File: src/common/outrun_pkg.sv
// Region bits, game and controller codes, ADC channels and the I/O address views
package outrun_pkg;

    // Bit positions in the one-hot region vector from the mapper
    localparam logic [2:0] reg_mem = 3'd0;
    localparam logic [2:0] reg_scr = 3'd1;
    localparam logic [2:0] reg_pal = 3'd2;
    localparam logic [2:0] reg_obj = 3'd3;
    localparam logic [2:0] reg_io  = 3'd4;
    localparam logic [2:0] reg_sub = 3'd5;

    localparam logic [1:0] game_outrun  = 2'd0;
    localparam logic [1:0] game_shangon = 2'd1;

    // Pedal mapping per controller
    localparam logic [2:0] ctrl_stick   = 3'd0;
    localparam logic [2:0] ctrl_trigger = 3'd1;
    localparam logic [2:0] ctrl_wheel   = 3'd2;

    localparam logic [2:0] adc_wheel = 3'd0;
    localparam logic [2:0] adc_gas   = 3'd1;
    localparam logic [2:0] adc_brake = 3'd2;
    localparam logic [2:0] adc_motor = 3'd3;

    localparam logic [7:0] open_bus   = 8'hff;
    localparam logic [2:0] fc_int_ack = 3'd7; // 68000 interrupt acknowledge

    // Out Run I/O layout over word address bits 13..1
    typedef struct packed {
        logic [6:0] unused_hi; // Bits 13..7
        logic [2:0] bank;      // Bits 6..4
        logic       unused_b3;
        logic [1:0] reg_sel;   // Bits 2..1
    } or_io_t;

    // Super Hang On I/O layout with the bank split over 13..12 and 5
    typedef struct packed {
        logic [1:0] bank_hi;    // Bits 13..12
        logic [5:0] unused_mid; // Bits 11..6
        logic       bank_lo;    // Bit 5
        logic [1:0] unused_lo;  // Bits 4..3
        logic [1:0] reg_sel;    // Bits 2..1
    } sho_io_t;

    typedef union packed {
        or_io_t  or_view;
        sho_io_t sho_view;
    } io_addr_t;

endpackage

File: src/cabinet/outrun_cab_read.sv
// Cabinet read multiplexer with switch, DIP and ADC conversion rules for both games
`timescale 1ns/1ps

module outrun_cab_read (
    input  logic [1:0]           game_id,
    input  logic [2:0]           ctrl_type,
    input  logic                 io_cs,
    input  outrun_pkg::io_addr_t addr,
    input  logic                 rnw,
    input  logic [7:0]           port_c,
    input  logic [2:0]           adc_ch,
    input  logic [15:0]          dacana1,
    input  logic [15:0]          dacana1b,
    input  logic [7:0]           joystick1,
    input  logic [1:0]           start_button,
    input  logic [1:0]           coin_input,
    input  logic                 service,
    input  logic                 dip_test,
    input  logic [7:0]           dipsw_a,
    input  logic [7:0]           dipsw_b,
    output logic [7:0]           cab_dout,
    output logic                 obj_toggle
);
    import outrun_pkg::*;

    logic [7:0] wheel_val;
    logic [7:0] pedal;
    logic [7:0] stick_gas;
    logic [7:0] stick_brake;
    logic [7:0] trig_gas;
    logic [7:0] or_adc;
    logic [7:0] sho_adc;
    logic [2:0] sho_bank;

    assign wheel_val   = dacana1[7:0] ^ 8'h80;                // Centre at 8'h80
    assign pedal       = {dacana1b[14:8], dacana1b[14]};
    assign stick_gas   = dacana1b[15] ? ~pedal : 8'h00;      // Stick pushed up
    assign stick_brake = dacana1b[15] ? 8'h00 : pedal;
    assign trig_gas    = dacana1b[7] ? 8'h00 : {dacana1b[6:0], dacana1b[6]};
    assign sho_bank    = {addr.sho_view.bank_hi, addr.sho_view.bank_lo};

    // Out Run ADC where digital buttons win over the analog value
    always_comb begin
        or_adc = open_bus;
        case (adc_ch)
            adc_wheel: begin
                if (!joystick1[1])      or_adc = 8'h20;
                else if (!joystick1[0]) or_adc = 8'he0;
                else                    or_adc = wheel_val;
            end
            adc_gas: begin
                case (ctrl_type)
                    ctrl_stick, ctrl_wheel: or_adc = stick_gas;
                    ctrl_trigger:           or_adc = trig_gas;
                    default:                or_adc = 8'h00;
                endcase
                if (!joystick1[5]) or_adc = 8'hff;
            end
            adc_brake: begin
                case (ctrl_type)
                    ctrl_stick, ctrl_trigger: or_adc = stick_brake;
                    ctrl_wheel:               or_adc = stick_gas; // Second pedal on same axis
                    default:                  or_adc = 8'h00;
                endcase
                if (!joystick1[6]) or_adc = 8'hff;
            end
            adc_motor: or_adc = open_bus; // No motor feedback
            default:   or_adc = open_bus;
        endcase
    end

    always_comb begin
        case (adc_ch)
            adc_wheel: sho_adc = !joystick1[0] ? 8'h20 : !joystick1[1] ? 8'hd0 : wheel_val;
            adc_gas:   sho_adc = !joystick1[3] ? 8'hf0 : stick_gas;
            adc_brake: sho_adc = !joystick1[2] ? 8'hf0 : stick_brake;
            default:   sho_adc = open_bus;
        endcase
    end

    always_comb begin
        cab_dout   = open_bus;
        obj_toggle = 1'b0;
        if (io_cs && game_id == game_outrun) begin
            case (addr.or_view.bank)
                3'd0: if (addr.or_view.reg_sel == 2'd2 && rnw) cab_dout = port_c;
                3'd1: if (rnw) begin
                    case (addr.or_view.reg_sel)
                        2'd0: cab_dout = {coin_input, ~joystick1[7], joystick1[7],
                                          start_button[0], service, dip_test, 1'b1};
                        2'd2: cab_dout = dipsw_a;
                        2'd3: cab_dout = dipsw_b;
                        default: cab_dout = open_bus;
                    endcase
                end
                3'd3: if (rnw) cab_dout = or_adc;
                3'd7: obj_toggle = 1'b1; // Any access swaps object buffers
                default: ;
            endcase
        end else if (io_cs && game_id == game_shangon && rnw) begin
            case (sho_bank)
                3'd2: begin
                    case (addr.sho_view.reg_sel)
                        2'd1: cab_dout = {2'b11, joystick1[4], start_button[0], service,
                                          dip_test, coin_input};
                        2'd2: cab_dout = dipsw_a;
                        2'd3: cab_dout = dipsw_b;
                        default: cab_dout = open_bus;
                    endcase
                end
                3'd7: cab_dout = sho_adc;
                default: ;
            endcase
        end
    end

endmodule

File: src/cabinet/outrun_io_ctrl.sv
// Cabinet control register, ADC channel select and analog sample latches for both games
`timescale 1ns/1ps

module outrun_io_ctrl (
    input  logic                 clk,
    input  logic                 rst,
    input  logic [1:0]           game_id,
    input  logic                 io_cs,
    input  outrun_pkg::io_addr_t addr,
    input  logic                 ldsn,
    input  logic                 rnw,
    input  logic [15:0]          cpu_dout,
    input  logic [15:0]          joyana1,
    input  logic [15:0]          joyana1b,
    output logic [7:0]           port_c,
    output logic [2:0]           adc_ch,
    output logic [15:0]          dacana1,
    output logic [15:0]          dacana1b,
    output logic                 video_en,
    output logic [1:0]           obj_cfg,
    output logic                 snd_rstb
);
    import outrun_pkg::*;

    logic       is_outrun;
    logic       is_shangon;
    logic       io_wr;    // Low byte write into I/O space
    logic [2:0] sho_bank;
    logic       adc_wr;
    logic [2:0] sho_adc_ch;
    logic       sho_video_en;
    logic       sho_snd_rstb;

    assign is_outrun  = game_id == game_outrun;
    assign is_shangon = game_id == game_shangon;
    assign io_wr      = io_cs && !ldsn && !rnw;
    assign sho_bank   = {addr.sho_view.bank_hi, addr.sho_view.bank_lo};

    // Sample the analog inputs when the CPU starts a conversion
    assign adc_wr = io_wr && ((is_outrun && addr.or_view.bank == 3'd3) ||
                              (is_shangon && sho_bank == 3'd7));

    always_ff @(posedge clk or posedge rst) begin
        if (rst) begin
            port_c       <= 8'h21; // Video on, sound out of reset
            sho_adc_ch   <= 3'd0;
            sho_video_en <= 1'b1;
            sho_snd_rstb <= 1'b1;
        end else if (io_wr) begin
            if (is_outrun && addr.or_view.bank == 3'd0 && addr.or_view.reg_sel == 2'd2) begin
                port_c <= cpu_dout[7:0];
            end
            if (is_shangon && sho_bank == 3'd0) begin
                sho_adc_ch   <= {1'b0, cpu_dout[7:6]};
                sho_video_en <= cpu_dout[4];
            end
            if (is_shangon && sho_bank == 3'd1) begin
                sho_snd_rstb <= ~cpu_dout[0]; // Active high reset bit on this board
            end
        end
    end

    always_ff @(posedge clk) begin
        if (adc_wr) begin
            dacana1  <= joyana1;
            dacana1b <= joyana1b;
        end
    end

    // Out Run takes its controls straight from port C
    assign obj_cfg  = port_c[7:6];
    assign video_en = is_shangon ? sho_video_en : port_c[5];
    assign adc_ch   = is_shangon ? sho_adc_ch   : port_c[4:2];
    assign snd_rstb = is_shangon ? sho_snd_rstb : port_c[0];

endmodule

File: src/verilog/outrun_bus_decode.sv
// Registered chip select decode from address, region vector, function code and strobes
`timescale 1ns/1ps

module outrun_bus_decode (
    input  logic        clk,
    input  logic        rst,
    input  logic [19:1] addr,
    input  logic [7:0]  region,
    input  logic [2:0]  fc,
    input  logic        asn,
    input  logic        udsn,
    input  logic        ldsn,
    output logic        rom_cs,
    output logic        ram_cs,
    output logic        vram_cs,
    output logic        char_cs,
    output logic        objram_cs,
    output logic        pal_cs,
    output logic        io_cs,
    output logic        sub_cs
);
    import outrun_pkg::*;

    logic bus_valid;
    logic ds_active;
    logic ram_page; // Top 128k of the mem region

    assign bus_valid = !asn && fc != fc_int_ack;
    assign ds_active = !(udsn && ldsn);
    assign ram_page  = addr[18:17] == 2'b11;

    always_ff @(posedge clk or posedge rst) begin
        if (rst) begin
            rom_cs    <= 1'b0;
            ram_cs    <= 1'b0;
            vram_cs   <= 1'b0;
            char_cs   <= 1'b0;
            objram_cs <= 1'b0;
            pal_cs    <= 1'b0;
            io_cs     <= 1'b0;
            sub_cs    <= 1'b0;
        end else if (bus_valid) begin
            rom_cs    <= region[reg_mem] && !ram_page;
            ram_cs    <= region[reg_mem] && ram_page && ds_active;
            char_cs   <= region[reg_scr] && addr[16];
            vram_cs   <= region[reg_scr] && !addr[16] && ds_active; // Tile RAM
            objram_cs <= region[reg_obj];
            pal_cs    <= region[reg_pal];
            io_cs     <= region[reg_io];
            sub_cs    <= region[reg_sub];
        end else begin
            // Idle bus or interrupt acknowledge
            rom_cs    <= 1'b0;
            ram_cs    <= 1'b0;
            vram_cs   <= 1'b0;
            char_cs   <= 1'b0;
            objram_cs <= 1'b0;
            pal_cs    <= 1'b0;
            io_cs     <= 1'b0;
            sub_cs    <= 1'b0;
        end
    end

endmodule

File: src/verilog/outrun_data_mux.sv
// Registered CPU read data selection across memory, video, sub-CPU and cabinet sources
`timescale 1ns/1ps

module outrun_data_mux (
    input  logic        clk,
    input  logic        rst,
    input  logic        rom_cs,
    input  logic        ram_cs,
    input  logic        vram_cs,
    input  logic        char_cs,
    input  logic        objram_cs,
    input  logic        pal_cs,
    input  logic        io_cs,
    input  logic        sub_cs,
    input  logic [15:0] ram_data,   // Shared by work RAM and VRAM
    input  logic [15:0] rom_data,
    input  logic [15:0] char_dout,
    input  logic [15:0] pal_dout,
    input  logic [15:0] obj_dout,
    input  logic [15:0] sub_din,
    input  logic [7:0]  cab_dout,
    output logic [15:0] cpu_din
);
    import outrun_pkg::*;

    // Priority order follows the board's read path
    always_ff @(posedge clk or posedge rst) begin
        if (rst) begin
            cpu_din <= 16'hffff;
        end else begin
            if (ram_cs || vram_cs) cpu_din <= ram_data;
            else if (rom_cs)       cpu_din <= rom_data; // No decryption
            else if (char_cs)      cpu_din <= char_dout;
            else if (pal_cs)       cpu_din <= pal_dout;
            else if (objram_cs)    cpu_din <= obj_dout;
            else if (sub_cs)       cpu_din <= sub_din;
            else if (io_cs)        cpu_din <= {open_bus, cab_dout};
            else                   cpu_din <= 16'hffff;
        end
    end

endmodule

File: src/verilog/outrun_main.sv
// Top level joining bus decode, cabinet control, cabinet read and CPU data mux
`timescale 1ns/1ps

module outrun_main (
    input  logic        clk,
    input  logic        rst,
    // Bus cycle
    input  logic [19:1] addr,
    input  logic [7:0]  region,
    input  logic [2:0]  fc,
    input  logic        asn,
    input  logic        udsn,
    input  logic        ldsn,
    input  logic        rnw,
    input  logic [15:0] cpu_dout,
    // Read sources
    input  logic [15:0] rom_data,
    input  logic [15:0] ram_data,
    input  logic [15:0] char_dout,
    input  logic [15:0] pal_dout,
    input  logic [15:0] obj_dout,
    input  logic [15:0] sub_din,
    // Cabinet
    input  logic [1:0]  game_id,
    input  logic [2:0]  ctrl_type,
    input  logic [7:0]  joystick1,
    input  logic [15:0] joyana1,
    input  logic [15:0] joyana1b,
    input  logic [1:0]  start_button,
    input  logic [1:0]  coin_input,
    input  logic        service,
    input  logic        dip_test,
    input  logic [7:0]  dipsw_a,
    input  logic [7:0]  dipsw_b,
    output logic        rom_cs,
    output logic        ram_cs,
    output logic        vram_cs,
    output logic        char_cs,
    output logic        objram_cs,
    output logic        pal_cs,
    output logic        sub_cs,
    output logic [15:0] cpu_din,
    output logic        video_en,
    output logic [1:0]  obj_cfg,
    output logic        snd_rstb,
    output logic        obj_toggle
);

    logic        io_cs;
    logic [7:0]  port_c;
    logic [2:0]  adc_ch;
    logic [15:0] dacana1;
    logic [15:0] dacana1b;
    logic [7:0]  cab_dout;

    outrun_bus_decode i_bus_decode (
        .clk       (clk),
        .rst       (rst),
        .addr      (addr),
        .region    (region),
        .fc        (fc),
        .asn       (asn),
        .udsn      (udsn),
        .ldsn      (ldsn),
        .rom_cs    (rom_cs),
        .ram_cs    (ram_cs),
        .vram_cs   (vram_cs),
        .char_cs   (char_cs),
        .objram_cs (objram_cs),
        .pal_cs    (pal_cs),
        .io_cs     (io_cs),
        .sub_cs    (sub_cs)
    );

    outrun_io_ctrl i_io_ctrl (
        .clk      (clk),
        .rst      (rst),
        .game_id  (game_id),
        .io_cs    (io_cs),
        .addr     (addr[13:1]),
        .ldsn     (ldsn),
        .rnw      (rnw),
        .cpu_dout (cpu_dout),
        .joyana1  (joyana1),
        .joyana1b (joyana1b),
        .port_c   (port_c),
        .adc_ch   (adc_ch),
        .dacana1  (dacana1),
        .dacana1b (dacana1b),
        .video_en (video_en),
        .obj_cfg  (obj_cfg),
        .snd_rstb (snd_rstb)
    );

    outrun_cab_read i_cab_read (
        .game_id      (game_id),
        .ctrl_type    (ctrl_type),
        .io_cs        (io_cs),
        .addr         (addr[13:1]),
        .rnw          (rnw),
        .port_c       (port_c),
        .adc_ch       (adc_ch),
        .dacana1      (dacana1),
        .dacana1b     (dacana1b),
        .joystick1    (joystick1),
        .start_button (start_button),
        .coin_input   (coin_input),
        .service      (service),
        .dip_test     (dip_test),
        .dipsw_a      (dipsw_a),
        .dipsw_b      (dipsw_b),
        .cab_dout     (cab_dout),
        .obj_toggle   (obj_toggle)
    );

    outrun_data_mux i_data_mux (
        .clk       (clk),
        .rst       (rst),
        .rom_cs    (rom_cs),
        .ram_cs    (ram_cs),
        .vram_cs   (vram_cs),
        .char_cs   (char_cs),
        .objram_cs (objram_cs),
        .pal_cs    (pal_cs),
        .io_cs     (io_cs),
        .sub_cs    (sub_cs),
        .ram_data  (ram_data),
        .rom_data  (rom_data),
        .char_dout (char_dout),
        .pal_dout  (pal_dout),
        .obj_dout  (obj_dout),
        .sub_din   (sub_din),
        .cab_dout  (cab_dout),
        .cpu_din   (cpu_din)
    );

endmodule
File: config.mk
export PLATFORM = sky130hd
export DESIGN_NAME = outrun_main
export DESIGN_NICKNAME = d
export VERILOG_FILES = /design/src/common/outrun_pkg.sv /design/src/cabinet/outrun_cab_read.sv /design/src/cabinet/outrun_io_ctrl.sv /design/src/verilog/outrun_bus_decode.sv /design/src/verilog/outrun_data_mux.sv /design/src/verilog/outrun_main.sv
export SDC_FILE = /design/constraint.sdc
export NUM_CORES = 1
export LEC_CHECK = 0
export BUFFER_PORTS_ARGS = -buffer_cell sky130_fd_sc_hd__buf_2
export CORE_ASPECT_RATIO = 1.25
export CORE_MARGIN = 2
export CORE_UTILIZATION = 40
export DETAILED_ROUTE_END_ITERATION = 16
export PLACE_DENSITY = 0.84
export SYNTH_ARGS = -nofsm -noshare
export SYNTH_HDL_FRONTEND = slang
export SYNTH_SLANG_ARGS = --single-unit
export TNS_END_PERCENT = 100
File: constraint.sdc
create_clock -name clk -period 5.2 [get_ports clk]
set_clock_uncertainty 0.15 [all_clocks]
set_input_delay 1.04 -clock clk [delete_from_list [all_inputs] [get_ports clk]]
set_output_delay 1.04 -clock clk [all_outputs]
set_load 0.1 [all_outputs]
# After elaboration in Yosys (flattened, before gate mapping)
# Index checks and enable logic that the tools add are counted.
[word_totals] register_bits=60 out_inout_bits=28 wordCells=119 in_bits=215
[op_classes] n_reduce_logical=40 muxes=44 n_bitwise=4 n_eq_ne=16
[ops] op="two-way mux 8 bit" count=17
[ops] op="case mux 8 bit (3 select lines)" count=5
[ops] op="two-way mux 16 bit" count=6
[ops] op="case mux 8 bit (2 select lines)" count=3
[ops] op="logical AND 1 bit" count=21
[ops] op="== test 3 x 1 -> 1 bit, second input constant" count=4
[ops] op="== test 3 x 2 -> 1 bit, second input constant" count=4
[ops] op="zero test 3 bit" count=4
[ops] op="two-way mux 1 bit" count=12
[ops] op="NOT 8 bit" count=1
[ops] op="== test 2 bit, second input constant" count=3
[ops] op="== test 3 bit, second input constant" count=2
[ops] op="zero test 1 bit" count=6
[ops] op="AND reduction 2 bit" count=3
[ops] op="== test 2 x 1 -> 1 bit, second input constant" count=2
[ops] op="zero test 2 bit" count=2
[ops] op="OR reduction 2 bit" count=2
[ops] op="two-way mux 3 bit" count=1
[ops] op="!= test 3 bit, second input constant" count=1
[ops] op="NOT 1 bit" count=3
[ops] op="logical OR 1 bit" count=2

# Longest topological paths before layout
[logic_depth] word_depth=15 ltp_mapped=8 ltp_nobuf=6

# Modules after synthesis
# From an unflattened synthesis, not the netlist that was laid out.
[unflattened] cells_unflattened=508 hier_area_um2=4790.8
[by_module_without_submodules] mod="outrun_io_ctrl" area_each_um2=1586.5 cells_per_inst=78 seq_area_each_um2=1266.2 n_inst=1
[by_module_without_submodules] mod="outrun_data_mux" area_each_um2=1460.2 cells_per_inst=176 seq_area_each_um2=420.4 n_inst=1
[by_module_without_submodules] mod="outrun_cab_read" area_each_um2=1442.6 cells_per_inst=234 seq_area_each_um2=0.0 n_inst=1
[by_module_without_submodules] mod="outrun_bus_decode" area_each_um2=301.5 cells_per_inst=20 seq_area_each_um2=200.2 n_inst=1

# Worst setup path before layout
# No wires, ideal clock.
[synth_path] path_kind="input -> output" from="in game_id[0]" to="out obj_toggle" path_stages=3 required_ps=4010 t_arrival_ps=3636 path_buffers=1 slack_ps=374 cell_sequence="buf_2 > or3b_4 > nor3_1"
[synth_between] elab_chain_cells=3
[synth_rtl] item="start: declaration" line="outrun_main.sv:24" text="input logic [1:0] game_id,"
[synth_rtl] item="zero test 2 bit" line="outrun_cab_read.sv:84" text="if (io_cs && game_id == game_outrun) begin"
[synth_rtl] item="logical AND 1 bit" line="outrun_cab_read.sv:84"
[synth_rtl] item="two-way mux 1 bit" line="outrun_cab_read.sv:84"
[synth_rtl] item="end: declaration" line="outrun_main.sv:46" text="output logic obj_toggle"
# Every way passes these cells.

# Worst setup path in the final report
# Ends and elaborated chain as after synthesis.

==> impl_metrics.yaml <==
synthesis:
  synthCells: 497
  ys.flop_type: "edfxtp_1"
  synth-seq-area-share_pct: 37.9
  synthArstFlopShare_pct: 60.0
  yosysWarnings: 0
  synth_cell_types: 75
  synth_nets: 712
  synth-edff-count: 24
  synth_seq_cells: 60
  syn_area_um2: 4340
  syn_avg_cell_area_um2: 8.74
setup_path:
  cp.arrival_ns: 2.37
  crit_path_end_kind: "primary output"
  cp.required_ns: 4.01
  path_class: "primary input to primary output"
  critPathMaxFanout: 11
  start_kind: "primary input"
placement:
  globalplace.congestion: 0.963
  place_ws_ns: 1.66
  placed_area_um2: 5490
  place_inst: 822
  port_buffers: 214
  dpl.hpwl_um: 12400
timing:
  finalSetupTns_ns: 0
  setup_viol: 0
  max_slew.worst_pin.slew_ns: 0.733
  holdWs_ns: 0.324
  maxSlewViolCount: 0
  relSlewSlack_pct: 51.1
  fmax_ghz: 0.281
  fin_crit_sh_pct: 68.5
  layout_setup_ws_ns: 1.64
  min_period_ns: 3.56
  grt_setup_unrepaired: "no"
  final_hold_viol_count: 0
floorplan:
  design.core.area_um2: 10600
  dieHeight_um: 121
  pin_count: 243
  die_w_um: 97.2
  row_count: 42
  start_util_pct: 41.1
  die_area_um2: 11700
route:
  viasPerCell: 5.87
  routed_wl_um: 15500
  drtIter0Drc: 333
  wl_per_cell_um: 18.5
  via_count: 4922
  antenna_left: 0
  dr.pass1.iters: 7
  drc: 0
worst_hold_path:
  hp-class: "flop to flop"
clock_network:
  cts.sinks: 60
  cts_inserted_buffers: 9
  postCtsHoldBufs: 0
  cts_resized: 0
  clk_pin_slew_ns: 0.06
  htreeDepth: 3
  cts_tree: "yes"
  clk_latency_ns: 0.33
  post_cts_buffers: 0
  cts-root-buf: "clkbuf_16"
  cts_buffer_depth: 2
layout:
  finalInstanceArea_um2: 5810
  final_cells: 839
  most-common-layout-cells: "214 x buf_2, 51 x nand2_1, 47 x a21oi_1, 41 x nor2_1, 30 x o21ai_0"
  final_nets: 916
  layout-drive-gt1-share_pct: 40.4
  layout_commonest_cell: "buf_2"
  synthToLayoutAreaGrowth_pct: 33.8
pwr:
  powerDensity_nw_per_um2: 281
  irDropWorstVdd_mv: 0.295
  p_leak_nw: 2.53
global_routing:
  overflow: 0
  grt_pass1_wl_um: 24200
  grt_antenna_before_repair: 1
  grt_max_degree: 37
  grt_pass1_vias: 4768
  track_usage_pct: 26.0
run_status:
  outcome: "complete, no violations"
run:
  max_cap_violations: 0
==> synth_stat cells, drive strengths merged, types with 12 or more instances <==
library cell,instances,share of area (%)
clkbuf,13,1.1
nand2,51,4.4
dfstp,20,12
dfrtp,16,9.2
nand3,15,1.7
nor2,43,3.9
a31oi,12,1.7
nor3,17,2.1
nor2b,14,2.0
buf,12,1.7
a21oi,47,5.4
inv,15,1.3
edfxtp,24,17
mux2,15,4.0
o21ai,32,3.8
==> flip-flops by register name (all words and copies together), names as in the netlist <==
name	cells
i_io_ctrl.dacana1	8
i_data_mux.cpu_din	16
i_bus_decode.rom_cs	1
i_bus_decode.sub_cs	1
i_bus_decode.pal_cs	1
i_bus_decode.char_cs	1
i_io_ctrl.sho_adc_ch	2
i_bus_decode.io_cs	1
i_bus_decode.ram_cs	1
i_io_ctrl.sho_video_en	1
i_io_ctrl.sho_snd_rstb	1
i_bus_decode.objram_cs	1
i_io_ctrl.port_c	8
i_bus_decode.vram_cs	1
i_io_ctrl.dacana1b	16
==> where the power goes <==
| part | switching (W) | internal [W] | total, W |
|---|---|---|---|
| clock network | 0.000209 | 0.000416 | 0.000625 |
| logic | 0.000323 | 0.000135 | 0.000458 |
| registers | 0.0000154 | 0.000533 | 0.000548 |
| total | 0.000547 | 0.00108 | 0.00163 |
==> layout make-up <==
| class | instances | area [µm²] |
|---|---|---|
| multi-input combinational | 396 | 2520 |
| sequential | 60 | 1650 |
| fill | 1017 | 4750 |
| tap | 132 | 165 |
| inverter | 16 | 60.1 |
| antenna | 1 | 2.50 |
| clock buffer | 9 | 225 |
| timing repair buffer | 218 | 1100 |
| clock inverter | 7 | 91.3 |
==> routing by layer <==
layer	GRT usage, %	up-vias	wire length, µm
li1	-	2328	-
met1	30.4	2276	5890
met2	45.8	273	7760
met3	5.20	45	1210
met4	12.4	0	609
met5	0	-	0
==> per-stage QoR <==
step	total power, W	utilization, %
5_1_grt	0.00169	55.0
3_3_place_gp	0.00101	52.0
3_5_place_dp	0.00101	52.0
2_1_floorplan	0.000870	-
4_1_cts	0.00164	55.0
6_report	0.00163	55.0
==> path summary, 6_finish.rpt <==
kind,endpoint,cells after the start,slack [ns],start
worst max-delay path,obj_toggle,4,1.64,game_id[0]
worst min-delay path,i_io_ctrl.sho_snd_rstb,2,0.32,i_io_ctrl.sho_snd_rstb
worst max register to register,i_data_mux.cpu_din[7],6,2.87,i_io_ctrl.port_c[4]
worst min register to register,i_io_ctrl.sho_snd_rstb,2,0.32,i_io_ctrl.sho_snd_rstb
max in group asynchronous,i_data_mux.cpu_din[2],3,3.86,rst
min in group asynchronous,i_io_ctrl.port_c[3],3,0.67,rst
==> worst max-delay path, cell delays in order <==
cell	delay, ns
buf_2	0.17
or3b_4	0.44
nor3_1	0.24
buf_2	0.48
==> logic make-up (layout without fill, tap and decap cells) <==
logic type                Yosys count  after routing  share of synthesized area, %
other                               0              1                             0
DFF                                60             60                          37.9
xor gates and xnor gates            1              1                         0.202
and+or+nand+nor                   188            188                          22.3
muxes                              25             25                          6.57
buffers and inverters              41            250                          4.18
AOI/OAI and AO/OA                 182            182                          28.9
No activity file was read; power rests on OpenSTA's default activity.
